$ cat src/rtl/cpu_pkg.sv
package cpu_pkg;

  typedef logic [15:0] word_t;     // memory and register word
  typedef logic [9:0]  addr_t;     // 1024-word space
  typedef logic [4:0]  reg_idx_t;  // low bits of the register field
  typedef logic [15:0] count_t;    // retired instructions

  // upper byte of the first instruction word
  typedef enum logic [7:0] {
    JMP       = 8'd1,
    RAM2REG   = 8'd2,
    REG2RAM   = 8'd3,
    NUM2REG   = 8'd4,
    REG_PLUS  = 8'd5,
    REG_MINUS = 8'd6,
    EXIT      = 8'd17
  } opcode_t;

  typedef enum logic [2:0] {
    FETCH_OP,
    WAIT_OP,
    FETCH_ARG,
    WAIT_ARG,
    EXECUTE,
    LOAD_WAIT,
    STORE,
    HALT
  } seq_state_t;

  localparam addr_t PROGRAM_START_DEFAULT = addr_t'(46);
  localparam int    REG_COUNT_DEFAULT     = 32;

endpackage

$ cat src/rtl/execute_unit.sv
`timescale 1ns/1ns

module execute_unit import cpu_pkg::*; #(
  parameter int REG_COUNT = REG_COUNT_DEFAULT
) (
  input  logic     clka,
  input  logic     rst,
  input  logic     reg_we,
  input  opcode_t  opcode,
  input  reg_idx_t reg_idx,
  input  word_t    operand,
  output word_t    reg_rdata
);

  word_t    regs [REG_COUNT];
  reg_idx_t sel;     // register actually addressed
  word_t    result;  // value for write-back

  // smaller banks alias onto the low index bits
  assign sel = reg_idx & reg_idx_t'(REG_COUNT - 1);

  assign reg_rdata = regs[sel];  // read straight through for reg2ram

  always_comb begin
    case (opcode)
      REG_PLUS: begin
        result = reg_rdata + operand;  // wraps mod 2^16
      end
      REG_MINUS: begin
        result = reg_rdata - operand;
      end
      default: begin
        result = operand;  // num2reg and ram2reg
      end
    endcase
  end

  always_ff @(posedge clka) begin
    if (!rst) begin
      for (int i = 0; i < REG_COUNT; i++) begin
        regs[i] <= '0;
      end
    end else if (reg_we) begin
      regs[sel] <= result;
    end
  end

endmodule

$ cat config.mk
export PLATFORM = sky130hd
export DESIGN_NAME = execute_unit
export DESIGN_NICKNAME = d
export VERILOG_FILES = /design/src/rtl/cpu_pkg.sv /design/src/rtl/execute_unit.sv
export SDC_FILE = /design/constraint.sdc
export NUM_CORES = 1
export LEC_CHECK = 0
export BUFFER_PORTS_ARGS = -buffer_cell sky130_fd_sc_hd__buf_2
export CORE_MARGIN = 2
export CORE_UTILIZATION = 50
export DETAILED_ROUTE_END_ITERATION = 10
export HOLD_SLACK_MARGIN = 0.15
export PLACE_DENSITY = 0.69
export SYNTH_ARGS = -nofsm -noshare
export SYNTH_HDL_FRONTEND = slang
export SYNTH_SLANG_ARGS = --single-unit
$ cat constraint.sdc
create_clock -name clka -period 6.5 [get_ports clka]
set_clock_uncertainty 0.05 [all_clocks]
set_input_delay 0 -clock clka [delete_from_list [all_inputs] [get_ports clka]]
set_output_delay 0 -clock clka [all_outputs]
set_load 0.01 [all_outputs]
==> results by group <==
Yosys
  • Post-synth EDFFs: 512
  • Post-synth top area cell: edfxtp_1
  • Yosys top cell area share: 66.8%
  • Netlist cell types: 55
  • Synth area leaders: edfxtp_1, mux4_2, nor2_1, a22oi_1, clkbuf_1
  • Post-synth top flop: edfxtp_1
  • Post-Syn Instances: 1630
  • Cell area after synthesis: 23000 um2
  • Syn_nets: 1679
  • Top-count cell post-synth: edfxtp_1
  • Synth Area per Inst: 14.1 um2
  • Synthesis-stage register bit count: 512
  • Synth Warn #: 0
  • Async S/R FF share, synth: 0%
  • Seq/Total Area, Yosys: 66.8%
  • Top post-synthesis cells by count: edfxtp_1, nor2_1, mux4_2

GRT
  • Vias in the first global route: 14.2k
  • Global-route usage over all layers: 27.9%
  • First-pass GRT wire length: 95900 um
  • Routing usage on met2: 43.5%
  • Grt peak-use layer: met2
  • M1 GR Usage: 38.7%
  • Initial antenna violation count: 1
  • Met3 Use GR: 5.43%
  • Grt ovf: 0
  • Largest net degree at the start of global routing: 75

Worst setup path
  • Family with the most delay on the worst path: XOR/XNOR gates
  • Critical Path AT: 5710 ps
  • Buf+Inv Stages, Crit Path: 1
  • CP max FO: 27
  • Crit end category: flip-flop
  • Critical-path top delay cell: xnor2_4
  • CP Launch Type: flip-flop
  • Reg-to-Reg End: regs[4][15]
  • Crit path kind: reg2reg
  • Cell count of the worst reg-to-reg path: 14
  • Crit path cell chain: mux4_2, a22oi_1, nand4_1, ha_1, and2_1, or4_1, o32a_1, nand2_1, a221o_1, xor3_1, nor2_2, xnor2_4, buf_4, nor2_2
  • CP peak stage delay: 980 ps
  • Worst path required time: 6770 ps
  • Critical R2R Launch: regs[18][6]
  • Worst R2R Setup Slack: 1060 ps
  • Cell repeated most along the worst path: nor2_2

Floorplan
  • # IOs: 48
  • Die X: 219 um
  • Starting density of the core: 50.7%
  • Chip height: 219 um
  • Core ar.: 45400 um2
  • Die area: 47800 um2
  • Row count: 78

Cells and area
  • Storage cell area: 15400 um2
  • Biggest regs: regs x512
  • Final core occ: 56.5%
  • Most flops, register: regs
  • Layout cells sized above 1: 20.0%
  • Final net count: 1689
  • P&R area growth vs syn: 11.4%
  • Diode count: 0
  • Fill cells: 3493
  • Max reg flops: 512
  • Multi-input gate area: 7230 um2
  • Fin cells: 2278

Power and ir drop
  • Seq pwr share: 52.0%
  • Sw frac: 24.3%
  • PwrDens: 288 nW/um2
  • P_sw: 1800 uW
  • Internal power: 5600 uW
  • VDD IR max: 0.000185 V
  • Comb power frac: 10.7%
  • Static leakage: 0.00866 uW
  • Clock power frac: 37.3%

STA
  • RSZ-0062 raised after global routing: false
  • # setup viols final: 0
  • Final Hold Vio Count: 0
  • Fin crit period: 5440 ps
  • Post-route setup slack: 1060 ps
  • Max_slew headroom: 17.9%
  • Final TNS setup: 0 ps
  • Hold Slack: 244 ps
  • Worst slew pin tran: 1230 ps
  • Fin crit share: 83.7%
  • Max Slew Vio Count: 0
  • Max Freq: 184 MHz

Clock tree
  • CTS tree: built
  • Clock buffer depth: 3
  • Post-cts resize count: 0
  • H-tree Lvls: 2
  • Clk sink count: 512
  • Clk_lat worst skew: 610 ps
  • CTS clock-pin slew for the worst setup and hold paths: 60 ps
  • Inserted Clock Buffers: 50
  • Postcts setup bufs: 0
  • Root Buffer: clkbuf_16

Place
  • Dpl ws: 662 ps
  • Port buffer count: 47
  • Inst Count DP: 2174
  • Gp weighted congestion: 0.925
  • Post-DP HPWL: 41200 um

Route
  • Initial DRC Count: 2233
  • Vias per cell: 6.44
  • DRC viols: 0
  • WL/cell: 28.6 um
  • Via count: 14.7k
  • DRT Pass-1 Iters: 6
  • Routed wire length: 65100 um
  • Routed Antenna Nets: 0

Min path
  • WHS Endpoint: regs[18][15]
  • Hold WC Path Type: in2reg
  • Hold Startpoint: operand[15]
  • Worst hold stages: 3

Flow run
  • Max_cap viols: 0

Run status
  • Run status: finished, final reports clean
[placed cells by master (no fill, tap or decap), types with 3 or more instances in the layout]
cell,count
buf_2,45
nand2b_1,5
nor3_1,39
a21o_1,5
and3b_1,4
nor2b_1,3
clkinv_1,14
dlygate4sd3_1,14
inv_1,9
xor2_1,11
a22oi_1,53
o31ai_1,3
clkbuf_1,14
nor4_1,3
nand2_1,76
nor3b_2,5
a22o_1,8
edfxtp_1,512
buf_12,5
xnor2_1,14
nand4_1,14
clkbuf_16,51
a21oi_4,11
mux4_2,123
clkinv_2,6
ha_1,16
nor2_1,470
nor2_2,32
mux2_2,8
o21ai_0,8
buf_4,34
a21oi_1,15
[power by group through the flow]
stage,clock network [uW],registers [uW],logic (uW)
global route,2880,3860,827
finish,2760,3850,791
detailed placement,0,3920,771
floorplan,0,3890,481
CTS,2770,3850,781
global placement,0,3910,763
[tightest hold or removal path, cell delays in order]
cell and delay, ps:
buf_2 180, xnor2_4 410, nor2_2 170
[layout make-up]
type	count	area share [%]
sequential	512	59.9
clock inverter	25	0.712
clock buffer	65	5.18
inverter	9	0.132
tap	600	2.93
timing repair buffer	100	2.91
multi-input combinational	967	28.2
[cell families after synthesis]
family	count (synthesis)	share of synthesized area, %
AOI/OAI and AO/OA	121	3.71
muxes	136	12.7
DFF	512	66.8
buffers and inverters	151	2.69
adders and majority gates	17	0.956
xor gates and xnor gates	27	1.12
and+or+nand+nor	666	12.0
[how the worst max path moves through the flow]
stage               slack (ps)   startpoint  depth (start not counted)            to
floorplan                 1970   reg_idx[0]                         17  regs[12][15]
CTS                       1120  regs[18][6]                         14  regs[24][15]
global route               770  regs[19][6]                         14   regs[5][15]
finish                    1060  regs[18][6]                         14   regs[4][15]
global placement           730   reg_idx[0]                         16  regs[26][15]
detailed placement         660   reg_idx[0]                         16  regs[24][15]
[per-stage QoR]
step	area (um2)	power (uW)
after floorplan	23000	4370
after global placement	24000	4670
after detailed placement	24000	4690
after CTS	25600	7400
after global routing	25600	7570
final	25600	7400
[timing repair]
item | 4_1_cts | 5_1_grt
hold buffers | 14 | 0
setup endpoints to repair | 0 | 0
hold endpoints to repair | 388 | 0
[metal layers]
| metal | vias to the layer above | routed length [um] |
|---|---|---|
| met3 | 162 | 7130 |
| met4 | 0 | 3020 |
| met2 | 939 | 30600 |
| met5 | - | 0 |
| met1 | 7506 | 24300 |
| li1 | 6064 | - |
Power figures use the tool's default switching activity.
