[src/rtl/cpu_pkg.sv]
package cpu_pkg;

  typedef logic [15:0] word_t;     // memory and register word
  typedef logic [9:0]  addr_t;     // 1024-word space
  typedef logic [4:0]  reg_idx_t;  // low bits of the register field
  typedef logic [15:0] count_t;    // retired instructions

  // upper byte of the first instruction word
  typedef enum logic [7:0] {
    JMP       = 8'd1,
    RAM2REG   = 8'd2,
    REG2RAM   = 8'd3,
    NUM2REG   = 8'd4,
    REG_PLUS  = 8'd5,
    REG_MINUS = 8'd6,
    EXIT      = 8'd17
  } opcode_t;

  typedef enum logic [2:0] {
    FETCH_OP,
    WAIT_OP,
    FETCH_ARG,
    WAIT_ARG,
    EXECUTE,
    LOAD_WAIT,
    STORE,
    HALT
  } seq_state_t;

  localparam addr_t PROGRAM_START_DEFAULT = addr_t'(46);
  localparam int    REG_COUNT_DEFAULT     = 32;

endpackage

[src/rtl/fetch_counter.sv]
`timescale 1ns/1ns

module fetch_counter import cpu_pkg::*; #(
  parameter addr_t PROGRAM_START = PROGRAM_START_DEFAULT
) (
  input  logic   clka,
  input  logic   rst,
  input  logic   pc_clear,
  input  logic   pc_inc,
  input  logic   pc_load,
  input  addr_t  pc_target,
  output addr_t  pc,
  input  logic   retire,
  output count_t retired
);

  addr_t  pc_q;
  count_t retired_q;

  always_ff @(posedge clka) begin
    if (!rst || pc_clear) begin
      pc_q <= PROGRAM_START;  // restart point for next run
    end else if (pc_load) begin
      pc_q <= pc_target;      // jump wins over increment
    end else if (pc_inc) begin
      pc_q <= pc_q + addr_t'(1);
    end
  end

  always_ff @(posedge clka) begin
    if (!rst || pc_clear) begin
      retired_q <= '0;
    end else if (retire) begin
      retired_q <= retired_q + count_t'(1);  // exit counts too
    end
  end

  assign pc      = pc_q;
  assign retired = retired_q;

endmodule

[config.mk]
export PLATFORM = sky130hd
export DESIGN_NAME = fetch_counter
export DESIGN_NICKNAME = d
export VERILOG_FILES = /design/src/rtl/cpu_pkg.sv /design/src/rtl/fetch_counter.sv
export SDC_FILE = /design/constraint.sdc
export NUM_CORES = 1
export LEC_CHECK = 0
export BUFFER_PORTS_ARGS = -buffer_cell sky130_fd_sc_hd__buf_2
export CORE_MARGIN = 10
export CORE_UTILIZATION = 44
export DETAILED_ROUTE_END_ITERATION = 16
export GPL_ROUTABILITY_DRIVEN = 0
export PLACE_DENSITY = 0.74
export SLEW_MARGIN = 25
export SYNTH_ARGS = -nofsm -noshare
export SYNTH_HDL_FRONTEND = slang
export SYNTH_SLANG_ARGS = --single-unit
[constraint.sdc]
create_clock -name clka -period 1.3 [get_ports clka]
set_input_delay 0.065 -clock clka [delete_from_list [all_inputs] [get_ports clka]]
set_output_delay 0.065 -clock clka [all_outputs]
set_load 0.01 [all_outputs]
==> summary.md, run 1 <==
| Metric | Value |
|---|---|
| Status | complete, but fails checks |
| Failing checks | setup timing |
| First-pass GRT wire length | 5550 um |
| Initial antenna violation count | 0 |
| DR vias | 1285 |
| Routed vias/inst | 5.42 |
| DR DRC count | 0 |
| Final Max Tran Viols | 0 |
| Clock Tree Root | clkbuf_4 |
| Crit path required time | 1.55 ns |
| # clock sinks | 26 |
| Initial Utilization | 45.3% |
| Syn. warnings | 0 |
| Worst Path Max Fanout | 7 |
| Final worst-path cycle share | 101% |
| Tightest Pin Transition | 0.275 ns |
| Hold WS | 0.0210 ns |
| First-pass DRT Iterations | 5 |
| Largest net degree at the start of global routing | 15 |
| Worst-path cell chain | ha_2 -> nand4_4 -> or3_4 -> a21oi_2 |
| Die W | 73.0 um |
| Worst slew margin | 81.5% |
| Worst hold path class | in2reg |
| Worst setup SP type | register |
| Worst Path Arrival | 1.57 ns |
| Area of the die | 0.00533 mm2 |
| N_diodes | 0 |
| Core area | 0.00273 mm2 |
| Leak | 0.734 nW |
| Vias in the first global route | 1310 |
| Post-Syn Area per Cell | 8.59 um2 |
| Nature of the critical path endpoint | register |
| Synthesis-stage register bit count | 26 |
| Slowest CP cell | or3_4 |
| Layout cells sized above 1 | 40.3% |
| WS Path Type | reg2reg |
| Final Critical Period | 1.32 ns |
| Commonest cells after routing, fill and taps aside | 41 x buf_2, 19 x nor2_1, 18 x dfxtp_1, 18 x buf_4, 14 x xnor2_1 |
| Total CTS buffers | 3 |
| Clk buf depth | 2 |
| Peak supply drop | 0.000551 V |
| Fmax | 759 MHz |
| Drt wl/cell | 14.4 um |
| TritonCTS clock tree | built |
| Height of the die | 73.0 um |
| Seq/Total Area, Yosys | 42.1% |
| Setup TNS | -0.0168 ns |
| I/O pin count | 42 |
| Slowest stage delay, CP | 0.41 ns |
| Final setup vio count | 1 |
| Post-Syn Instances | 144 |
| Unique masters post-synth | 29 |
| Total GRT Usage | 12.4% |
| Gr ovfl total | 0 |
| Post-Syn Nets | 162 |
| H-tree depth | 1 |
| Worst clock skew | 0.00759 ns |
| PwrDens | 773 mW/mm2 |
| Commonest non-fill, non-tap cell in the layout | buf_2 |
| Number of DRC markers in iteration 0 | 39 |
| Hold Vio Cnt, Final | 0 |
| Max-Cap Viols | 0 |
| Buffers on Ports | 41 |
| Final HPWL DP | 2620 um |
| Clk slew on worst S/H paths | 0.14 ns |
| Slack of the critical path | -0.0168 ns |
| Clock Latency Late Sink | 0.31 ns |
| ANT nets after route | 0 |
| Area growth syn-to-layout | 39.0% |
| Total routed wirelength | 3420 um |
| Row count | 19 |
| RSZ-0062 raised after global routing | yes |
| Final nets | 226 |
| Mapped Area | 0.00124 mm2 |
==> logic make-up after synthesis <==
logic type / count (synthesis) / synth area share, %
xor+xnor: 20 / 14.2
flops: 26 / 42.1
buf+inv: 9 / 2.83
fa+ha+maj: 2 / 2.02
compound gates: 20 / 9.30
mux: 5 / 4.15
simple gates: 62 / 25.5
==> registers in the layout, summed over array words and instances (netlist names) <==
signal,flops
pc,10
retired,16
==> cell usage after synthesis <==
master	instances	area share, %
a21oi_1	9	3.6
nor3_1	5	2.0
mux2_2	1	0.91
nand2b_1	1	0.51
and3_1	3	1.5
ha_1	2	2.0
o21a_1	1	0.61
nand2_1	13	3.9
nor4_2	1	1.0
nand4_1	9	4.5
a41o_1	1	0.81
buf_2	1	0.40
nand4_4	1	1.7
clkbuf_1	3	0.91
nor2_1	20	6.1
xnor2_1	14	9.9
dfxtp_1	26	42
mux2i_1	4	3.2
a31oi_1	1	0.51
inv_1	4	1.2
xor2_1	6	4.2
nor2b_1	1	0.51
buf_1	1	0.30
a31o_2	1	0.71
nor4_1	2	1.0
o211ai_1	1	0.61
or3_1	2	1.0
nand3_1	4	1.6
o21ai_0	6	2.4
==> stage by stage <==
stage | power [mW] | worst slack, ns | utilization [%] | instance area [um2] | cells
after floorplan | 0.927 | 0.00971 | - | 1260 | 144
after global placement | 0.990 | 0.0614 | 58.8 | 1610 | 228
after detailed placement | 0.996 | 0.00327 | 58.8 | 1610 | 228
after CTS | 1.34 | 0.00113 | 61.7 | 1690 | 237
after global routing | 1.40 | -0.0757 | 62.9 | 1720 | 237
final | 1.33 | -0.0168 | 62.9 | 1720 | 237
==> power breakdown <==
group | leakage (nW) | switching (mW) | internal [mW]
clock network | 0.0138 | 0.230 | 0.108
logic | 0.506 | 0.0814 | 0.0814
registers | 0.214 | 0.0164 | 0.813
total | 0.734 | 0.328 | 1.00
==> layout make-up <==
| type | count | area (um2) |
|---|---|---|
| fill | 244 | 1010 |
| multi-input combinational | 109 | 723 |
| inverter | 4 | 15.0 |
| tap | 31 | 38.8 |
| timing repair buffer | 64 | 390 |
| sequential | 26 | 531 |
| clock buffer | 3 | 22.5 |
==> routing by layer <==
layer / track usage [%] / vias up / wire [um]
met3: 4.22 / 6 / 311
met4: 4.01 / 0 / 26
met1: 14.2 / 597 / 1450
met5: 0 / - / 0
li1: - / 626 / -
met2: 20.8 / 56 / 1630
==> repair_timing <==
item | in CTS | in global routing
endpoints found under the hold margin | 5 | 0
pin swaps | 1 | 0
hold buffers | 5 | 0
setup endpoints to repair | 1 | 13
buffers inserted | 1 | 0
gates cloned | 0 | 0
gates resized for setup | 0 | 11
==> final timing paths <==
kind                           start                 endpoint  slack [ns]  cells after the start
min                     pc_target[6]       pc[6]$_SDFFE_PP0P_        0.02                      3
max          retired[0]$_SDFFE_PP0P_  retired[6]$_SDFFE_PP0P_       -0.02                      4
max reg2reg  retired[0]$_SDFFE_PP0P_  retired[6]$_SDFFE_PP0P_       -0.02                      4
min reg2reg  retired[5]$_SDFFE_PP0P_  retired[5]$_SDFFE_PP0P_        0.53                      2
==> critical path, delay by kind of cell (launching register included) <==
| family | cells | cell delay (ns) |
|---|---|---|
| AO/OA/AOI/OAI | 1 | 0.14 |
| adder cells (fa/ha/maj) | 1 | 0.20 |
| flip-flops | 1 | 0.36 |
| AND/OR/NAND/NOR | 2 | 0.56 |
Note: power is estimated with default switching activity, not from simulation.
==> inputs of run 2 (changes only) <==
- BUFFER_PORTS_ARGS: -buffer_cell sky130_fd_sc_hd__buf_2 -> unset
- CORE_UTILIZATION: 44 -> 55
- DONT_BUFFER_PORTS: unset -> 1
- PLACE_DENSITY: 0.74 -> 0.73
==> summary.md, run 2 (same netlist as run 1, synthesis figures left out) <==
| Metric | Value |
|---|---|
| Status | complete, but fails checks |
| Failing checks | setup timing |
| Logic gate share of total power | 10.8% (-1.4 points) |
| Commonest cells after routing, fill and taps aside | 33 x buf_4, 19 x nor2_1, 18 x dfxtp_1 |
| Final nets | 208 (-8.0%) |
| Largest net degree at the start of global routing | 16 (+1) |
| # clock sinks | 26 (unchanged) |
| Total routed wirelength | 3760 um (+9.9%) |
| Clock Tree Root | clkbuf_4 |
| RSZ-0062 raised after global routing | yes |
| Number of DRC markers in iteration 0 | 71 (+82%) |
| Switching share of power | 22.2% (-2.4 points) |
| Worst clock skew | 0.00808 ns (+0.000489 ns) |
| Clk slew on worst S/H paths | 0.15 ns (about the same) |
| Peak supply drop | 0.000671 V (+22%) |
| Worst Path Arrival | 1.59 ns (+0.02 ns) |
| Buffers on Ports | 0 (-100%) |
| Register share of total power | 53.2% (-9.1 points) |
| Post-DP Area | 0.00150 mm2 (-6.5%) |
| Clock Latency Late Sink | 0.32 ns (about the same) |
| Register Area | 543 um2 (+2.4%) |
| Final Max Tran Viols | 0 (unchanged) |
| TritonCTS clock tree | built |
| Final setup vio count | 1 (unchanged) |
| Fmax | 759 MHz (about the same) |
| Setup TNS | -0.0180 ns (-0.00116 ns) |
| Tightest Pin Transition | 0.458 ns (+0.183 ns) |
| Final worst-path cycle share | 101% (about the same) |
| Fillers | 131 (-46%) |
| Row count | 17 (-2) |
| DR vias | 1222 (-4.9%) |
| Clk buf depth | 2 (unchanged) |
| Crit path required time | 1.57 ns (+0.02 ns) |
| Drt wl/cell | 17.3 um (+20%) |
| Core area | 0.00217 mm2 (-21%) |
| Hold Vio Cnt, Final | 0 (unchanged) |
| DR DRC count | 0 (unchanged) |
| N_diodes | 0 (unchanged) |
| Commonest non-fill, non-tap cell in the layout | buf_4 |
| Area of the die | 0.00455 mm2 (-15%) |
| Initial antenna violation count | 0 (unchanged) |
| I/O pin count | 42 (unchanged) |
| Worst-path cell chain | ha_4 -> nand4_4 -> or3_4 -> a21oi_2 |
| P_sw | 0.344 mW (+5.1%) |
| Worst setup SP type | register |
| Slowest CP cell | or3_4 |
| Gr ovfl total | 0 (unchanged) |
| Worst Path Max Fanout | 7 (unchanged) |
| Leak | 0.697 nW (-5.0%) |
| Die W | 67.4 um (-7.7%) |
| Final Critical Period | 1.32 ns (+0.00116 ns) |
| Height of the die | 67.4 um (-7.7%) |
| Slack of the critical path | -0.0180 ns (-0.00116 ns) |
| Cell area after layout | 0.00177 mm2 (+2.9%) |
| Initial Utilization | 57.0% (+12 points) |
| Slowest stage delay, CP | 0.43 ns (+0.02 ns) |
| Nature of the critical path endpoint | register |
| Area growth syn-to-layout | 43.1% |
| Final HPWL DP | 2590 um (-1.2%) |
| PwrDens | 876 mW/mm2 (+13%) |
| Max-Cap Viols | 0 (unchanged) |
| ANT nets after route | 0 (unchanged) |
| Clock Power Share | 36.0% (+11 points) |
| Worst slew margin | 69.5% (-12 points) |
| Layout cells sized above 1 | 30.2% (-10 points) |
| Max reg flops | 16 (unchanged) |
| First-pass DRT Iterations | 5 (unchanged) |
| Overall power | 1.55 mW (+17%) |
| WS Path Type | reg2reg |
| Total CTS buffers | 3 (unchanged) |
| Total GRT Usage | 16.2% (+3.8 points) |
| First-pass GRT wire length | 5730 um (+3.4%) |
| Routed vias/inst | 5.63 (+3.9%) |
| Worst hold path class | in2reg |
| Pint | 1.21 mW (+20%) |
| Multi-input gate area | 744 um2 (+2.9%) |
| H-tree depth | 1 (unchanged) |
| Vias in the first global route | 1216 (-7.2%) |
run 2: cell types whose count changed in the layout (fill, tap and decap cells not counted), moves of 5 or more:
cell,change
buf_2,-41
buf_4,+15
dfxtp_2,-5
dfxtp_4,+5
dlygate4sd3_1,+7
run 2: per-layer routing:
| metal | GRT usage, % | wire length, um | vias up |
|---|---|---|---|
| li1 | - | - | 592 |
| met1 | 18.0 | 1450 | 570 |
| met2 | 27.5 | 1890 | 52 |
| met3 | 6.45 | 358 | 8 |
| met4 | 5.38 | 55 | 0 |
| met5 | 0 | 0 | - |
run 2: path summary, 6_finish.rpt:
kind                             from                       end  slack, ns  depth (start not counted)
max           retired[0]$_SDFFE_PP0P_   retired[6]$_SDFFE_PP0P_      -0.02                          4
min                          pc_clear        pc[3]$_SDFFE_PP1P_       0.01                          3
max reg2reg   retired[0]$_SDFFE_PP0P_   retired[6]$_SDFFE_PP0P_      -0.02                          4
min reg2reg  retired[10]$_SDFFE_PP0P_  retired[10]$_SDFFE_PP0P_       0.56                          2
run 2: per-stage QoR:
stage / hold WS (ns) / setup slack [ns] / cells / util (%)
6_report: 0.0132 / -0.0180 / 217 / 81.6
5_1_grt: 0.00335 / -0.0641 / 217 / 81.6
4_1_cts: 0.00909 / 0.000742 / 216 / 78.8
3_5_place_dp: 0.194 / -0.0421 / 198 / 69.3
3_3_place_gp: 0.192 / 0.0300 / 198 / 69.3
2_1_floorplan: 0.193 / 0.00971 / 144 / -
run 2: timing repair:
item	in CTS	in global routing
gates resized for setup	4	14
hold buffers	13	0
setup buffers	1	1
endpoints found under the hold margin	15	0
endpoints found under the setup margin	8	13
pin swaps	2	9
run 2: cell type report:
| type | instances | share of cell area [%] |
|---|---|---|
| Inverter | 4 | 0.848 |
| Multi-Input combinational cell | 109 | 42.0 |
| Timing Repair Buffer | 46 | 21.5 |
| Clock buffer | 3 | 1.27 |
| Clock inverter | 1 | 1.70 |
| Sequential cell | 26 | 30.7 |
| Tap cell | 28 | 1.98 |
run 2: worst max-delay path, delay by kind of cell (launching register included):
family / cells / cell delay [ns]
flops: 1 / 0.41
simple gates: 2 / 0.60
compound gates: 1 / 0.12
fa+ha+maj: 1 / 0.14
run 2: power groups by stage:
stage	Combinational, mW	Clock (mW)	Sequential (mW)
5_1_grt	0.183	0.600	0.827
2_1_floorplan	0.0725	0	0.854
3_3_place_gp	0.115	0	0.845
4_1_cts	0.160	0.561	0.828
3_5_place_dp	0.119	0	0.846
6_report	0.167	0.558	0.825
==> inputs of run 3 (changes only) <==
- CORE_UTILIZATION: 55 -> 58
- CTS_BUF_LIST: unset -> sky130_fd_sc_hd__clkbuf_8
- PLACE_DENSITY: 0.73 -> 0.76
==> summary.md, run 3 (same netlist as run 1, synthesis figures left out) <==
| Metric | Value |
|---|---|
| Status | complete, but fails checks |
| Failing checks | setup timing |
| Buffers on Ports | 0 (unchanged) |
| Final setup vio count | 1 (unchanged) |
| Worst Path Max Fanout | 7 (unchanged) |
| Clk slew on worst S/H paths | 0.09 ns (-0.06 ns) |
| Height of the die | 66.2 um (-1.8%) |
| First-pass DRT Iterations | 4 (-1) |
| Core area | 0.00200 mm2 (-7.7%) |
| Final nets | 201 (-3.4%) |
| Worst slew margin | 71.6% (+2.1 points) |
| Final HPWL DP | 2510 um (-3.0%) |
| Commonest cells after routing, fill and taps aside | 30 x buf_4, 19 x dfxtp_1, 17 x nor2_1 |
| Layout cells sized above 1 | 31.3% (+1.2 points) |
| Slack of the critical path | -0.0125 ns (+0.00546 ns) |
| P_sw | 0.345 mW (+0.11%) |
| Clock Latency Late Sink | 0.27 ns (-0.05 ns) |
| Register share of total power | 50.4% (-2.8 points) |
| Max reg flops | 16 (unchanged) |
| Final core occ | 85.9% (+4.3 points) |
| Number of DRC markers in iteration 0 | 59 (-17%) |
| Logic gate share of total power | 9.1% (-1.7 points) |
| Final Max Tran Viols | 0 (unchanged) |
| First-pass GRT wire length | 5930 um (+3.5%) |
| Total CTS buffers | 3 (unchanged) |
| Nature of the critical path endpoint | register |
| Total GRT Usage | 16.8% (+0.61 points) |
| Final worst-path cycle share | 101% (-0.42 points) |
| # clock sinks | 26 (unchanged) |
| DR vias | 1190 (-2.6%) |
| Final Critical Period | 1.31 ns (-0.00546 ns) |
| Worst clock skew | 0.00448 ns (-0.00360 ns) |
| Initial antenna violation count | 0 (unchanged) |
| Leak | 0.663 nW (-4.9%) |
| Worst reg-to-reg setup slack | -0.01 ns (about the same) |
| Row count | 16 (-1) |
| Overall power | 1.64 mW (+5.8%) |
| Die W | 66.2 um (-1.8%) |
| Initial Utilization | 61.8% (+4.8 points) |
| Area of the die | 0.00438 mm2 (-3.6%) |
| Drt wl/cell | 18.1 um (+4.9%) |
| Fillers | 105 (-20%) |
| RSZ-0062 raised after global routing | yes |
| DR DRC count | 0 (unchanged) |
| Clock Tree Root | clkbuf_8 |
| TritonCTS clock tree | built |
| Largest net degree at the start of global routing | 16 (unchanged) |
| I/O pin count | 42 (unchanged) |
| Commonest non-fill, non-tap cell in the layout | buf_4 |
| Max-Cap Viols | 0 (unchanged) |
| H-tree depth | 1 (unchanged) |
| Worst Path Arrival | 1.52 ns (-0.07 ns) |
| Peak supply drop | 0.000733 V (+9.2%) |
| ANT nets after route | 0 (unchanged) |
| N_diodes | 0 (unchanged) |
| Vias in the first global route | 1262 (+3.8%) |
| Gr ovfl total | 0 (unchanged) |
| Fmax | 762 MHz (+0.42%) |
| Area growth syn-to-layout | 38.9% |
| Clk buf depth | 2 (unchanged) |
| Routed vias/inst | 5.69 (+1.1%) |
| Pint | 1.30 mW (+7.5%) |
| Total routed wirelength | 3790 um (+0.99%) |
| PwrDens | 954 mW/mm2 (+9.0%) |
| Setup TNS | -0.0125 ns (+0.00546 ns) |
| Switching share of power | 21.0% (-1.2 points) |
| Hold Vio Cnt, Final | 0 (unchanged) |
| Tightest Pin Transition | 0.426 ns (-0.0319 ns) |
| Clock Power Share | 40.5% (+4.5 points) |
| Crit path required time | 1.51 ns (-0.06 ns) |
| Worst setup SP type | register |
| Worst hold path class | in2reg |
| WS Path Type | reg2reg |
==> run 3: cell count changes in the layout (fill, tap and decap cells not counted), moves of 3 or more <==
cell,delta
buf_4,-3
clkbuf_4,-3
clkbuf_8,+3
dfxtp_4,-3
dlygate4sd3_1,-3
==> run 3: final cells by class <==
type | count | area, um2 | share of cell area, %
tap | 27 | 33.8 | 1.97
clock inverter | 1 | 30.0 | 1.75
sequential | 26 | 534 | 31.1
clock buffer | 3 | 41.3 | 2.40
multi-input combinational | 109 | 749 | 43.6
timing repair buffer | 39 | 315 | 18.3
inverter | 4 | 15.0 | 0.873
==> run 3: worst max-delay path: stages (launching register included) <==
cell and delay [ns]:
dfxtp_2 0.35, buf_4 0.16, nand4_4 0.18, or3_4 0.43, a21oi_2 0.13
==> run 3: through the flow <==
stage	std cells	hold slack [ns]	cell area, um2	setup WS [ns]
floorplan	144	0.193	1260	0.00971
global placement	194	0.193	1480	-0.0193
detailed placement	194	0.202	1480	-0.0436
CTS	208	0.00599	1650	0.00124
global route	209	0.0266	1720	-0.0686
finish	209	0.0134	1720	-0.0125
==> run 3: repair_timing <==
item | 4_1_cts | 5_1_grt
setup buffers | 1 | 1
pin swaps | 3 | 6
hold buffers | 9 | 0
resized for setup | 1 | 16
endpoints found under the setup margin | 4 | 11
hold endpoints to repair | 10 | 0
==> run 3: path summary, 6_finish.rpt <==
path / from / to / depth (start not counted)
worst max register to register: retired[2]$_SDFFE_PP0P_ / retired[6]$_SDFFE_PP0P_ / 4
worst min-delay path: pc_target[4] / pc[4]$_SDFFE_PP0P_ / 2
worst min register to register: retired[5]$_SDFFE_PP0P_ / retired[5]$_SDFFE_PP0P_ / 2
worst max-delay path: retired[2]$_SDFFE_PP0P_ / retired[6]$_SDFFE_PP0P_ / 4
==> run 3: routing by layer <==
layer,track usage (%),vias to the layer above,routed length (um)
li1,-,579,-
met3,4.24,6,239
met5,0,-,0
met1,17.7,566,1540
met4,7.59,0,50
met2,30.3,39,1960
==> run 3: power by group through the flow <==
stage / sequential, mW / combinational [mW] / clock (mW)
5_1_grt: 0.829 / 0.164 / 0.698
3_5_place_dp: 0.847 / 0.116 / 0
2_1_floorplan: 0.854 / 0.0725 / 0
4_1_cts: 0.829 / 0.144 / 0.669
6_report: 0.827 / 0.150 / 0.664
3_3_place_gp: 0.847 / 0.111 / 0
