## src/rtl/cpu_pkg.sv

```systemverilog
package cpu_pkg;

  typedef logic [15:0] word_t;     // memory and register word
  typedef logic [9:0]  addr_t;     // 1024-word space
  typedef logic [4:0]  reg_idx_t;  // low bits of the register field
  typedef logic [15:0] count_t;    // retired instructions

  // upper byte of the first instruction word
  typedef enum logic [7:0] {
    JMP       = 8'd1,
    RAM2REG   = 8'd2,
    REG2RAM   = 8'd3,
    NUM2REG   = 8'd4,
    REG_PLUS  = 8'd5,
    REG_MINUS = 8'd6,
    EXIT      = 8'd17
  } opcode_t;

  typedef enum logic [2:0] {
    FETCH_OP,
    WAIT_OP,
    FETCH_ARG,
    WAIT_ARG,
    EXECUTE,
    LOAD_WAIT,
    STORE,
    HALT
  } seq_state_t;

  localparam addr_t PROGRAM_START_DEFAULT = addr_t'(46);
  localparam int    REG_COUNT_DEFAULT     = 32;

endpackage

```

## src/rtl/sequencer.sv

```systemverilog
`timescale 1ns/1ns

module sequencer import cpu_pkg::*; (
  input  logic     clka,
  input  logic     rst,
  input  logic     run,
  input  addr_t    pc,
  output addr_t    mem_addr,
  output logic     mem_we,
  output word_t    mem_wdata,
  input  word_t    mem_rdata,
  output logic     pc_clear,
  output logic     pc_inc,
  output logic     pc_load,
  output addr_t    pc_target,
  output logic     retire,
  output logic     reg_we,
  output opcode_t  opcode,
  output reg_idx_t reg_idx,
  output word_t    operand,
  input  word_t    reg_rdata,
  output logic     halted
);

  seq_state_t state;
  seq_state_t state_nxt;

  logic [7:0] op_q;   // raw opcode byte, unknown values act as no-op
  reg_idx_t   reg_q;
  word_t      arg_q;  // address or immediate, later the loaded word

  logic       is_mem_op;
  addr_t      arg_addr;

  assign is_mem_op = (op_q == RAM2REG) || (op_q == REG2RAM);
  assign arg_addr  = arg_q[$bits(addr_t)-1:0];

  always_comb begin
    state_nxt = state;
    case (state)
      FETCH_OP:  state_nxt = WAIT_OP;
      WAIT_OP:   state_nxt = FETCH_ARG;
      FETCH_ARG: state_nxt = WAIT_ARG;
      WAIT_ARG:  state_nxt = EXECUTE;
      EXECUTE: begin
        case (op_q)
          EXIT:    state_nxt = HALT;
          RAM2REG: state_nxt = LOAD_WAIT;
          REG2RAM: state_nxt = STORE;
          default: state_nxt = FETCH_OP;
        endcase
      end
      LOAD_WAIT: state_nxt = STORE;     // store doubles as write-back slot
      STORE:     state_nxt = FETCH_OP;
      HALT:      state_nxt = HALT;      // held until run drops
      default:   state_nxt = FETCH_OP;
    endcase
    if (!run) begin
      state_nxt = FETCH_OP;
    end
  end

  always_ff @(posedge clka) begin
    if (!rst) begin
      state <= FETCH_OP;
    end else begin
      state <= state_nxt;
    end
  end

  // instruction words arrive one cycle after their address
  always_ff @(posedge clka) begin
    if (state == WAIT_OP) begin
      op_q  <= mem_rdata[15:8];
      reg_q <= mem_rdata[$bits(reg_idx_t)-1:0];
    end
    if (state == WAIT_ARG) begin
      arg_q <= mem_rdata;
    end
    if (state == LOAD_WAIT) begin
      arg_q <= mem_rdata;  // loaded word replaces the address
    end
  end

  // pc during fetch, operand address afterwards
  assign mem_addr  = (state == EXECUTE || state == LOAD_WAIT || state == STORE) ?
                     arg_addr : pc;
  assign mem_wdata = reg_rdata;
  assign mem_we    = run && (state == STORE) && (op_q == REG2RAM);

  assign pc_clear  = !run;
  assign pc_inc    = run && (state == FETCH_OP || state == FETCH_ARG);
  assign pc_load   = run && (state == EXECUTE) && (op_q == JMP);
  assign pc_target = arg_addr;

  // memory ops finish in store, the rest in execute
  assign retire = run && (((state == EXECUTE) && !is_mem_op) || (state == STORE));

  assign reg_we = run && (((state == EXECUTE) &&
                           (op_q == NUM2REG || op_q == REG_PLUS || op_q == REG_MINUS)) ||
                          ((state == STORE) && (op_q == RAM2REG)));

  assign opcode  = opcode_t'(op_q);
  assign reg_idx = reg_q;
  assign operand = arg_q;

  assign halted = (state == HALT);

endmodule

```

## config.mk

```make
export PLATFORM = sky130hd
export DESIGN_NAME = sequencer
export DESIGN_NICKNAME = d
export VERILOG_FILES = /design/src/rtl/cpu_pkg.sv /design/src/rtl/sequencer.sv
export SDC_FILE = /design/constraint.sdc
export NUM_CORES = 1
export LEC_CHECK = 0
export ABC_AREA = 1
export BUFFER_PORTS_ARGS = -buffer_cell sky130_fd_sc_hd__buf_4
export CELL_PAD_IN_SITES_DETAIL_PLACEMENT = 2
export CELL_PAD_IN_SITES_GLOBAL_PLACEMENT = 2
export CORE_ASPECT_RATIO = 0.8
export CORE_UTILIZATION = 23
export CTS_CLUSTER_DIAMETER = 200
export CTS_CLUSTER_SIZE = 28
export DETAILED_ROUTE_END_ITERATION = 12
export PLACE_DENSITY_LB_ADDON = 0.25
export SYNTH_ARGS = -nofsm -noshare
export SYNTH_HDL_FRONTEND = slang
export SYNTH_SLANG_ARGS = --single-unit
```

## constraint.sdc

```tcl
create_clock -name clka -period 3.59 [get_ports clka]
set_input_delay 0.1795 -clock clka [delete_from_list [all_inputs] [get_ports clka]]
set_output_delay 0.1795 -clock clka [all_outputs]
set_load 0.02 [all_outputs]
```

==> metrics.log, run 1 <==
[metrics] status: finished, final reports clean
[metrics] number of iterations in the first detailed-routing pass: 3
[metrics] H-tree Lvls: 2
[metrics] Worst Path Class, Setup: reg -> reg
[metrics] worst r2r dst: reg_idx[0]$_DFFE_PP_
[metrics] all-layer global routing usage: about 12%
[metrics] Fill cells: roughly 700
[metrics] startpoint of the worst-slack reg-to-reg timing path: state[2]$_SDFF_PN0_
[metrics] count of port buffers added during placement: 84
[metrics] largest net degree at the start of global routing: 17
[metrics] count of routing violations after the opening detailed-route iteration: 18
[metrics] number of cells on the critical path: 3
[metrics] path category of the worst min-delay check: in -> reg
[metrics] Antenna Nets Post-Route: 0
[metrics] Setup crit start kind: register
[metrics] top cell types by occurrence after synthesis: 29 x sky130_fd_sc_hd__edfxtp_1, 27 x sky130_fd_sc_hd__buf_4, 25 x sky130_fd_sc_hd__nand2_1
[metrics] Slew @ Worst Pin: between 1 and 1.5 ns
[metrics] ranking of synthesized cells by area: sky130_fd_sc_hd__edfxtp_1 57%, sky130_fd_sc_hd__buf_4 13%, sky130_fd_sc_hd__mux2_1 7.4%
[metrics] capturing instance or port of the critical path: reg_idx[0]$_DFFE_PP_
[metrics] Floorplan Core Area: between 0.006 and 0.007 mm^2
[metrics] cell area after placement: 0.00206 mm^2
[metrics] Setup Buffers After CTS: 0
[metrics] part of the cycle the worst path needs: 50.5%
[metrics] async set-reset flop share out of synthesis: 0%
[metrics] post-CTS sizing: 0
[metrics] detailed-route vias per instance: between 4 and 5
[metrics] top-area cell type share of the netlist area: a little under three fifths
[metrics] LEAKAGE: 0.953 nW
[metrics] leading cell type by number of instances after synthesis: sky130_fd_sc_hd__edfxtp_1
[metrics] Max rail drop VDD: ~0.18 mV
[metrics] part of the Yosys area used for sequential elements: roughly three fifths
[metrics] Clock transition at path regs: ~0.060 ns
[metrics] Clk Latency, worst-skew pair: between 0.2 and 0.3 ns
[metrics] via count of the first global-routing pass: about 1300
[metrics] CTS Hold Bufs: 0
[metrics] biggest fanout along the worst timing path: 13
[metrics] max-slew headroom at the worst pin: between 20% and 30%
[metrics] number of antenna violations at the first check in global routing: 0
[metrics] worst path cell trace: inv_2 > nand2_1 > nor2_1
[metrics] Hold Vio Cnt, Final: 0
[metrics] clock tree from TritonCTS: yes
[metrics] number of rows created at floorplan: 26
[metrics] effective utilization at floorplan: about a quarter
[metrics] DRC errors left: 0
[metrics] placer's final routability congestion estimate: around 0.65
[metrics] final worst clock skew: 0.00409 ns
[metrics] Post-Syn Area per Cell: 11.4 um^2
[metrics] TNS Setup: 0 ns
[metrics] area delta synth->final: 40.1%
[metrics] syn_nets: approximately 180
[metrics] post-route cell area: about 0.0021 mm^2
[metrics] launching element of the worst setup path: state[2]$_SDFF_PN0_
[metrics] Die ar.: 0.00699 mm^2
[metrics] top-level I/O count: 117
[metrics] total of warnings raised by yosys: 0
[metrics] required time at the worst-slack endpoint: around 3.5 ns
[metrics] unrepaired setup endpoints after global routing: no
[metrics] cell chosen for the clock root: sky130_fd_sc_hd__clkbuf_8
[metrics] post-synthesis cell type count: 19
[metrics] die span in y: approximately 75 um
[metrics] worst path buffer plus inverter count: 1
[metrics] kind of end point of the critical path: register
[metrics] depth of the worst register-to-register path: 3
[metrics] horizontal die dimension: around 93 um
[metrics] netlist area before placement: approximately 0.0015 mm^2
[metrics] average wire length per cell after detail routing: 14.7 um
[metrics] Remaining Overflow, GRT: 0
[metrics] Via Count: 1154
[metrics] EDFF count, synth: 29
[metrics] maximum frequency from static timing analysis: ~550 MHz
[metrics] clock sink count: 32
[metrics] final slew viol count: 0
[metrics] max capacitance violation total: 0
[metrics] number of nets at the end of the flow: 243
[metrics] master of the slowest instance on the critical path: sky130_fd_sc_hd__nor2_1
[metrics] R2R setup slack: 1.78 ns
[metrics] arrival time worst endpoint: 1.70 ns
[metrics] number of endpoints failing setup at the final stage: 0
[metrics] wire length of the first global-routing pass: ~6500 um
[metrics] minimum hold slack: 0.0820 ns
[metrics] HPWL after detailed placement: ~3400 um
[metrics] Post-Syn Instances: about 130
[metrics] share of post-route cells with drive strength above 1: about half
[metrics] largest area contributor in the netlist: sky130_fd_sc_hd__edfxtp_1
[metrics] TritonCTS buffer count: 5
[metrics] ys flop type: sky130_fd_sc_hd__edfxtp_1
[metrics] Max clock buf depth: 2
[metrics] FF+latch count, synth: 32
[metrics] Largest stage delay, worst path: between 0.8 and 0.9 ns
[metrics] power density over the cells: between 300 and 400 mW/mm^2
[metrics] final routed wirelength across all metal layers: 4160 um
[metrics] number of diodes: 0
[metrics] final period demand of the worst path: approximately 1.8 ns
[metrics] Largest delay share family, worst path: simple AND/OR/NAND/NOR gates
[layout make-up]
| type | count | area (um^2) | share of cell area [%] |
|---|---|---|---|
| Clock buffer | 7 | 76.3 | 3.56 |
| Multi-Input combinational cell | 60 | 340 | 15.9 |
| Sequential cell | 32 | 931 | 43.4 |
| Inverter | 15 | 56.3 | 2.63 |
| Timing Repair Buffer | 84 | 631 | 29.4 |
| Clock inverter | 1 | 3.75 | 0.175 |
| Tap cell | 84 | 105 | 4.90 |
[per-layer routing]
metal  GRT usage, %  routed length (um)  vias to the layer above
li1               -                   -                      544
met1           12.7                1620                      553
met2           23.9                2200                       52
met3           5.25                 318                        5
met4           3.42                  26                        0
met5              0                   0                        -
[cells in the final DEF (no fill, tap or decap), types with 2 or more instances in the layout]
| cell type | count |
|---|---|
| sky130_fd_sc_hd__o21ai_1 | 3 |
| sky130_fd_sc_hd__edfxtp_1 | 29 |
| sky130_fd_sc_hd__nand2_1 | 25 |
| sky130_fd_sc_hd__inv_1 | 8 |
| sky130_fd_sc_hd__clkbuf_8 | 5 |
| sky130_fd_sc_hd__inv_2 | 7 |
| sky130_fd_sc_hd__mux2_1 | 10 |
| sky130_fd_sc_hd__nor3_1 | 2 |
| sky130_fd_sc_hd__buf_4 | 84 |
| sky130_fd_sc_hd__clkbuf_1 | 2 |
| sky130_fd_sc_hd__nor2_1 | 9 |
| sky130_fd_sc_hd__dfxtp_1 | 3 |
| sky130_fd_sc_hd__a21oi_1 | 2 |
| sky130_fd_sc_hd__nand4_1 | 2 |
[how the worst min path moves through the flow]
stage	endpoint	slack (ns)	cells past startpoint	start
2_1_floorplan	opcode[0]$_DFFE_PP_	0.28	0	mem_rdata[8]
3_3_place_gp	mem_wdata[15]	0.36	0	reg_rdata[15]
3_5_place_dp	mem_wdata[15]	0.36	0	reg_rdata[15]
4_1_cts	operand[6]$_DFFE_PP_	0.07	1	mem_rdata[6]
5_1_grt	operand[5]$_DFFE_PP_	0.07	1	mem_rdata[5]
6_report	operand[6]$_DFFE_PP_	0.08	1	mem_rdata[6]
[metrics by stage]
| stage | util [%] | setup slack, ns | cells | power (mW) |
|---|---|---|---|---|
| 2_1_floorplan | - | 2.08 | 134 | 0.495 |
| 3_3_place_gp | 32.2 | 1.86 | 275 | 0.522 |
| 3_5_place_dp | 32.2 | 1.72 | 275 | 0.525 |
| 4_1_cts | 33.4 | 1.72 | 283 | 0.782 |
| 5_1_grt | 33.4 | 1.60 | 283 | 0.806 |
| 6_report | 33.4 | 1.78 | 283 | 0.770 |
[cell families (layout without fill, tap and decap cells)]
| logic type | Yosys count | count (layout) | share of synthesized area [%] |
|---|---|---|---|
| DFF | 32 | 32 | 60.8 |
| AOI/OAI and AO/OA | 7 | 7 | 2.53 |
| buffers and inverters | 42 | 107 | 16.9 |
| and+or+nand+nor | 43 | 43 | 12.3 |
| muxes | 10 | 10 | 7.36 |
[power breakdown]
group	leakage (nW)	internal (mW)	switching [mW]	total (mW)
registers	0.289	0.417	0.00666	0.424
logic	0.624	0.0445	0.0474	0.0919
clock network	0.0399	0.135	0.120	0.255
total	0.953	0.596	0.174	0.770
[flip-flops by register name (all words and copies together), names as in the netlist]
signal   count
state        3
opcode       8
reg_idx      5
operand     16
Power figures use the tool's default switching activity.
==> inputs of run 2 (changes only) <==
Settings changed: CORE_UTILIZATION 23 to 19.
Clock period 3.59 ns to 1.65 ns, I/O delays scaled along.
==> run 2 against run 1 <==
Net effect:
- via count up 7.4%
- critical path depth up 1
- global-route usage fell by 1.4 points
- critical endpoint is now mem_addr[9]
==> metrics.log, run 2 (same netlist as run 1, synthesis figures left out) <==
[metrics] final period demand of the worst path: 1.54 ns
[metrics] final slew viol count: 0 (unchanged)
[metrics] H-tree Lvls: 2 (unchanged)
[metrics] horizontal die dimension: 102 um (+9.8%)
[metrics] number of diodes: 0 (unchanged)
[metrics] DRC errors left: 0 (unchanged)
[metrics] number of nets at the end of the flow: 262 (+7.8%)
[metrics] top-level I/O count: 117 (unchanged)
[metrics] Via Count: 1239 (+7.4%)
[metrics] via count of the first global-routing pass: 1342 (+2.9%)
[metrics] post-route cell area: 0.00240 mm^2 (+12%)
[metrics] sequential fraction of design power: 49.0% (-6.0 points)
[metrics] final routed wirelength across all metal layers: 4340 um (+4.3%)
[metrics] part of the cycle the worst path needs: 93.0%
[metrics] routing layer with the top usage in global route: met2
[metrics] number of antenna violations at the first check in global routing: 0 (unchanged)
[metrics] number of rows created at floorplan: 28 (+7.7%)
[metrics] biggest fanout along the worst timing path: 10 (-3)
[metrics] arrival time worst endpoint: 1.45 ns (-0.25 ns)
[metrics] met3 Use GR: 3.79% (-1.5 points)
[metrics] Floorplan Core Area: 0.00760 mm^2 (+19%)
[metrics] cell area after placement: 0.00211 mm^2 (+2.4%)
[metrics] Max rail drop VDD: 0.444 mV (+140%)
[metrics] GR met1 Demand/Resource: 12.7% (-0.034 points)
[metrics] HPWL after detailed placement: 3210 um (-6.5%)
[metrics] fraction of power consumed by the clock network: 38.5% (+5.5 points)
[metrics] die span in y: 82.3 um (+9.8%)
[metrics] placer's final routability congestion estimate: 0.720 (+10%)
[metrics] required time at the worst-slack endpoint: 1.57 ns (-1.91 ns)
[metrics] Setup Buffers After CTS: 0 (unchanged)
[metrics] Inst Count DP: 299 (+8.7%)
[metrics] Sw Ratio: 21.7% (-0.87 points)
[metrics] number of endpoints failing setup at the final stage: 0 (unchanged)
[metrics] cell chosen for the clock root: sky130_fd_sc_hd__clkbuf_8
[metrics] share of post-route cells with drive strength above 1: 50.0% (-0.75 points)
[metrics] area delta synth->final: 56.9%
[metrics] detailed-route vias per instance: 3.84 (-5.9%)
[metrics] largest net degree at the start of global routing: 14 (-3)
[metrics] flip-flop count of the largest register after layout: 16 (unchanged)
[metrics] Hold Vio Cnt, Final: 0 (unchanged)
[metrics] Clock transition at path regs: 0.06 ns (about the same)
[metrics] part of the total power dissipated in combinational logic: 12.5% (+0.6 points)
[metrics] Layout Cells excl Fill: 323 (+14%)
[metrics] effective utilization at floorplan: 20.1% (-3.7 points)
[metrics] count of port buffers added during placement: 84 (unchanged)
[metrics] Clk Latency, worst-skew pair: 0.28 ns (about the same)
[metrics] Remaining Overflow, GRT: 0 (unchanged)
[metrics] most common cell after layout, fill and taps aside: sky130_fd_sc_hd__buf_4
[metrics] path category of the worst min-delay check: in -> reg
[metrics] wire length of the first global-routing pass: 6680 um (+3.1%)
[metrics] count of routing violations after the opening detailed-route iteration: 15 (-3)
[metrics] switching power: 0.407 mW (+130%)
[metrics] Slew @ Worst Pin: 0.258 ns (-0.814 ns)
[metrics] max-slew headroom at the worst pin: 82.7% (+54 points)
[metrics] clock tree from TritonCTS: yes
[metrics] depth of the worst hold-timing path: 3 (+2)
[metrics] all-layer global routing usage: 11.1% (-1.4 points)
[metrics] met2 track demand over resource in global routing: 18.1% (-5.7 points)
[metrics] depth of the worst register-to-register path: 5 (+2)
[metrics] unrepaired setup endpoints after global routing: no
[metrics] Setup crit start kind: register
[metrics] highest-count cells in the layout ignoring fill and taps: 87 x sky130_fd_sc_hd__buf_4, 29 x sky130_fd_sc_hd__edfxtp_1, 24 x sky130_fd_sc_hd__nand2_1
[metrics] number of iterations in the first detailed-routing pass: 4 (+1)
[metrics] Power, Total: 1.88 mW (+140%)
[metrics] Cell Int Power: 1.47 mW (+150%)
[metrics] Max clock buf depth: 2 (unchanged)
[metrics] status: finished, final reports clean
[metrics] TritonCTS buffer count: 5 (unchanged)
[metrics] clock sink count: 32 (unchanged)
[metrics] maximum frequency from static timing analysis: around 650 MHz
[metrics] kind of end point of the critical path: output port
[metrics] final worst clock skew: 0.00494 ns (+0.000848 ns)
[metrics] max capacitance violation total: 0 (unchanged)
[metrics] power density over the cells: 781 mW/mm^2 (+120%)
[metrics] Die ar.: 0.00842 mm^2 (+21%)
[metrics] Worst Path Class, Setup: reg -> out
[metrics] Antenna Nets Post-Route: 0 (unchanged)
[metrics] LEAKAGE: 1.05 nW (+11%)
[metrics] average wire length per cell after detail routing: 13.4 um (-8.6%)
-- run 2: final cells by class --
cell class | instances | area, um^2
Clock buffer | 5 | 68.8
Inverter | 15 | 56.3
Fill cell | 854 | 5200
Multi-Input combinational cell | 60 | 357
Sequential cell | 32 | 937
Clock inverter | 3 | 37.5
Timing Repair Buffer | 103 | 813
Tap cell | 105 | 131
-- run 2: worst max-delay path: stages, from the launching register on --
cell and delay, ns:
sky130_fd_sc_hd__dfxtp_2 0.40, sky130_fd_sc_hd__nand2_2 0.13, sky130_fd_sc_hd__nand2_8 0.13, sky130_fd_sc_hd__mux2_1 0.34
sky130_fd_sc_hd__buf_4 0.16
-- run 2: final timing paths --
kind,startpoint,endpoint,slack [ns]
max,state[0]$_SDFF_PN0_,mem_addr[9],0.11
min reg2reg,state[1]$_SDFF_PN0_,state[2]$_SDFF_PN0_,0.59
min,rst,state[0]$_SDFF_PN0_,0.12
max reg2reg,state[0]$_SDFF_PN0_,operand[7]$_DFFE_PP_,0.31
-- run 2: routing by layer --
metal  vias to the layer above  wire (um)
met5                         -          0
met4                         0        122
li1                        582          -
met1                       581       1760
met2                        55       2050
met3                        21        404
-- run 2: what timing repair did --
| item | CTS | global route |
|---|---|---|
| resized for setup | 1 | 6 |
| hold buffers | 16 | 0 |
| endpoints found under the setup margin | 10 | 14 |
| cloned | 0 | 0 |
| hold endpoints to repair | 29 | 0 |
| pin swaps | 0 | 1 |
-- run 2: stage by stage --
stage / utilization [%] / TNS (ns) / hold WS [ns] / setup WS [ns]
after global routing: 31.6 / 0 / 0.125 / 0.000759
final: 31.6 / 0 / 0.116 / 0.115
after CTS: 31.3 / -0.0107 / 0.105 / -0.0107
after global placement: 27.8 / 0 / 0.165 / 0.260
after floorplan: - / 0 / 0.181 / 0.138
after detailed placement: 27.8 / 0 / 0.165 / 0.237
-- run 2: power by group through the flow --
| stage | clock (mW) | combinational, mW | sequential (mW) |
|---|---|---|---|
| floorplan | 0 | 0.121 | 0.956 |
| global placement | 0 | 0.202 | 0.938 |
| detailed placement | 0 | 0.204 | 0.938 |
| CTS | 0.753 | 0.236 | 0.921 |
| global route | 0.787 | 0.253 | 0.921 |
| finish | 0.722 | 0.235 | 0.919 |
==> inputs of run 3 (changes only) <==
Settings changed: ABC_AREA 1 to 0, CORE_UTILIZATION 19 to 20.
Clock period 1.65 ns to 1.29 ns, I/O delays scaled along.
==> run 3 against run 2 <==
Net effect:
- critical path depth stayed put
- sequential power rose by 28%
- clock power is 35% higher
- global-route usage increased by 2.8 points
- highest routed layer unchanged
- area after synthesis grew 0.25%
- cell count shrank 0.62%
- combinational power up 70%
- sequential share of layout area shrank 6.5 points
- final area up 20%
- the flow now finishes with violations (setup timing)
- register-to-register slack worse by 0.60 ns
==> metrics.log, run 3 <==
[metrics] Worst Path Class, Setup: reg -> out
[metrics] Post-Syn Instances: 112 (-16%)
[metrics] FF+latch count, synth: 32 (unchanged)
[metrics] Clk Latency, worst-skew pair: 0.28 ns (about the same)
[metrics] kind of end point of the critical path: output port
[metrics] count of routing violations after the opening detailed-route iteration: 18 (+3)
[metrics] TNS Setup: -7.48 ns (-7.48 ns)
[metrics] DRC errors left: 0 (unchanged)
[metrics] final slew viol count: 0 (unchanged)
[metrics] power density over the cells: 887 mW/mm^2 (+13%)
[metrics] final period demand of the worst path: between 1.5 and 2 ns
[metrics] die span in y: 80.3 um (-2.4%)
[metrics] top-level I/O count: 117 (unchanged)
[metrics] number of endpoints failing setup at the final stage: 46 (+46)
[metrics] Antenna Nets Post-Route: 0 (unchanged)
[metrics] share of post-route cells with drive strength above 1: 69.0% (+19 points)
[metrics] Cell Int Power: 1.95 mW (+33%)
[metrics] syn_nets: 157 (-12%)
[metrics] number of nets at the end of the flow: 260 (-0.76%)
[metrics] post-synthesis cell type count: 30 (+11)
[metrics] HPWL after detailed placement: 3700 um (+15%)
[metrics] Slew @ Worst Pin: 0.424 ns (+0.166 ns)
[metrics] Layout Cells excl Fill: 321 (-0.62%)
[metrics] clock tree from TritonCTS: yes
[metrics] Die ar.: 0.00803 mm^2 (-4.7%)
[metrics] Inst Count DP: 288 (-3.7%)
[metrics] top-area cell type share of the netlist area: 56.8% (-0.14 points)
[metrics] number of rows created at floorplan: 28 (unchanged)
[metrics] Via Count: 1297 (+4.7%)
[metrics] TritonCTS buffer count: 5 (unchanged)
[metrics] max capacitance violation total: 0 (unchanged)
[metrics] worst setup margin: -0.563 ns (-0.678 ns)
[metrics] total of warnings raised by yosys: 0 (unchanged)
[metrics] post-route cell area: 0.00288 mm^2 (+20%)
[metrics] clock sink count: 32 (unchanged)
[metrics] sequential fraction of design power: 46.2% (-2.8 points)
[metrics] Hold Vio Cnt, Final: 0 (unchanged)
[metrics] Setup WS pre-CTS: -0.321 ns (-0.559 ns)
[metrics] largest area contributor in the netlist: sky130_fd_sc_hd__edfxtp_1
[metrics] ys flop type: sky130_fd_sc_hd__edfxtp_1
[metrics] Sw Ratio: 23.5% (+1.8 points)
[metrics] max-slew headroom at the worst pin: 71.7% (-11 points)
[metrics] top cell types by occurrence after synthesis: 29 x sky130_fd_sc_hd__edfxtp_1, 27 x sky130_fd_sc_hd__buf_4, 10 x sky130_fd_sc_hd__mux2_2
[metrics] most common cell after layout, fill and taps aside: sky130_fd_sc_hd__buf_4
[metrics] count of port buffers added during placement: 84 (unchanged)
[metrics] fraction of power consumed by the clock network: 38.2% (-0.3 points)
[metrics] final routed wirelength across all metal layers: 5390 um (+24%)
[metrics] detailed-route vias per instance: 4.04 (+5.3%)
[metrics] maximum frequency from static timing analysis: around 540 MHz
[metrics] arrival time worst endpoint: 1.79 ns (+0.34 ns)
[metrics] violations in the final reports: setup timing
[metrics] wire length of the first global-routing pass: 8230 um (+23%)
[metrics] cell area after placement: 0.00228 mm^2 (+8.1%)
[metrics] flip-flop count of the largest register after layout: 16 (unchanged)
[metrics] final worst clock skew: 0.00855 ns (+0.00361 ns)
[metrics] Max clock buf depth: 2 (unchanged)
[metrics] status: finished, violations left
[metrics] part of the total power dissipated in combinational logic: 15.6% (+3.1 points)
[metrics] highest-count cells in the layout ignoring fill and taps: 86 x sky130_fd_sc_hd__buf_4, 29 x sky130_fd_sc_hd__edfxtp_1, 19 x sky130_fd_sc_hd__buf_6
[metrics] leading cell type by number of instances after synthesis: sky130_fd_sc_hd__edfxtp_1
[metrics] path category of the worst min-delay check: in -> reg
[metrics] Power, Total: 2.55 mW (+36%)
[metrics] Post-Syn Area per Cell: 13.7 um^2 (+20%)
[metrics] via count of the first global-routing pass: 1493 (+11%)
[metrics] Floorplan Core Area: 0.00743 mm^2 (-2.3%)
[metrics] H-tree Lvls: 2 (unchanged)
[metrics] effective utilization at floorplan: 20.7% (+0.53 points)
[metrics] netlist area before placement: 0.00153 mm^2 (+0.25%)
[metrics] LEAKAGE: 1.19 nW (+13%)
[metrics] average wire length per cell after detail routing: 16.8 um (+25%)
[metrics] horizontal die dimension: 99.9 um (-2.4%)
[metrics] Remaining Overflow, GRT: 0 (unchanged)
[metrics] placer's final routability congestion estimate: 0.750 (+4.2%)
[metrics] unrepaired setup endpoints after global routing: yes
[metrics] number of antenna violations at the first check in global routing: 0 (unchanged)
[metrics] part of the Yosys area used for sequential elements: 60.7% (-0.15 points)
[metrics] EDFF count, synth: 29 (unchanged)
[metrics] Clock transition at path regs: 0.08 ns (+0.02 ns)
[metrics] largest net degree at the start of global routing: 14 (unchanged)
[metrics] required time at the worst-slack endpoint: 1.23 ns (-0.34 ns)
[metrics] cell chosen for the clock root: sky130_fd_sc_hd__clkbuf_8
[metrics] part of the cycle the worst path needs: 144%
[metrics] ranking of synthesized cells by area: sky130_fd_sc_hd__edfxtp_1 57%, sky130_fd_sc_hd__buf_4 13%, sky130_fd_sc_hd__mux2_2 7.3%
[metrics] Max rail drop VDD: 0.473 mV (+6.5%)
[metrics] Setup crit start kind: register
[metrics] switching power: 0.600 mW (+47%)
[metrics] number of diodes: 0 (unchanged)
[metrics] area delta synth->final: 87.6%
[metrics] biggest fanout along the worst timing path: 3 (-7)
[metrics] all-layer global routing usage: 13.9% (+2.8 points)
[metrics] async set-reset flop share out of synthesis: 0% (unchanged)
[metrics] number of iterations in the first detailed-routing pass: 4 (unchanged)
-- run 3: changes by cell type after synthesis, sizes merged, moves of 4 or more --
cell	change
nor4	+4
nor2	-4
o21ai	-4
inv	-13
nand2	-24
-- run 3: worst paths after layout --
kind	start	end	slack (ns)	depth (start not counted)
worst max-delay path	opcode[5]$_DFFE_PP_	pc_load	-0.56	4
worst min-delay path	rst	state[0]$_SDFF_PN0_	0.11	3
worst max register to register	opcode[5]$_DFFE_PP_	state[1]$_SDFF_PN0_	-0.29	5
worst min register to register	state[0]$_SDFF_PN0_	state[1]$_SDFF_PN0_	0.67	2
-- run 3: cell families after synthesis --
| group | count (synthesis) | share of synthesized area, % |
|---|---|---|
| muxes | 10 | 7.34 |
| AOI/OAI and AO/OA | 10 | 4.49 |
| buffers and inverters | 33 | 15.3 |
| DFF | 32 | 60.7 |
| and+or+nand+nor | 24 | 10.5 |
| xor gates and xnor gates | 3 | 1.71 |
-- run 3: routing by layer --
layer	vias up	GRT usage, %	share of wire (%)
li1	586	-	-
met1	640	14.6	38
met2	61	25.8	52
met3	10	5.13	8.7
met4	0	4.26	0.82
met5	-	0	0
-- run 3: cell type report --
type	instances	area (um^2)
fillers	791	4550
repair buffers	127	1130
flip-flops and latches	32	937
multi-input cells	47	561
well taps	105	131
clock buffers	5	68.8
clock inverters	3	42.5
inverters	2	7.51
-- run 3: power by group through the flow --
stage                     sequential, mW  clock [mW]  combinational, mW
after floorplan                     1.22           0              0.174
after global placement              1.20           0              0.297
after detailed placement            1.20           0              0.309
after CTS                           1.18        1.01              0.393
after global routing                1.18        1.05              0.422
final                               1.18       0.975              0.399
-- run 3: worst max-delay path: stages (launching register included) --
cell and delay [ns]:
sky130_fd_sc_hd__edfxtp_1 0.41, sky130_fd_sc_hd__or4_4 0.59, sky130_fd_sc_hd__nor3_4 0.15, sky130_fd_sc_hd__nor3b_4 0.21
sky130_fd_sc_hd__buf_6 0.14
-- run 3: timing repair --
action                                  in CTS  in global routing
endpoints found under the hold margin       29                  0
pin swaps                                    4                 10
hold buffers                                16                  0
cloned                                       2                  0
setup buffers                                9                  3
gates resized for setup                     45                 13
endpoints found under the setup margin      46                 48
-- run 3: stage by stage --
step                      util (%)  hold slack (ns)
final                         38.7            0.107
after global routing          38.7            0.116
after CTS                     38.4           0.0836
after detailed placement      30.7            0.129
after global placement        30.7            0.129
after floorplan                  -            0.163
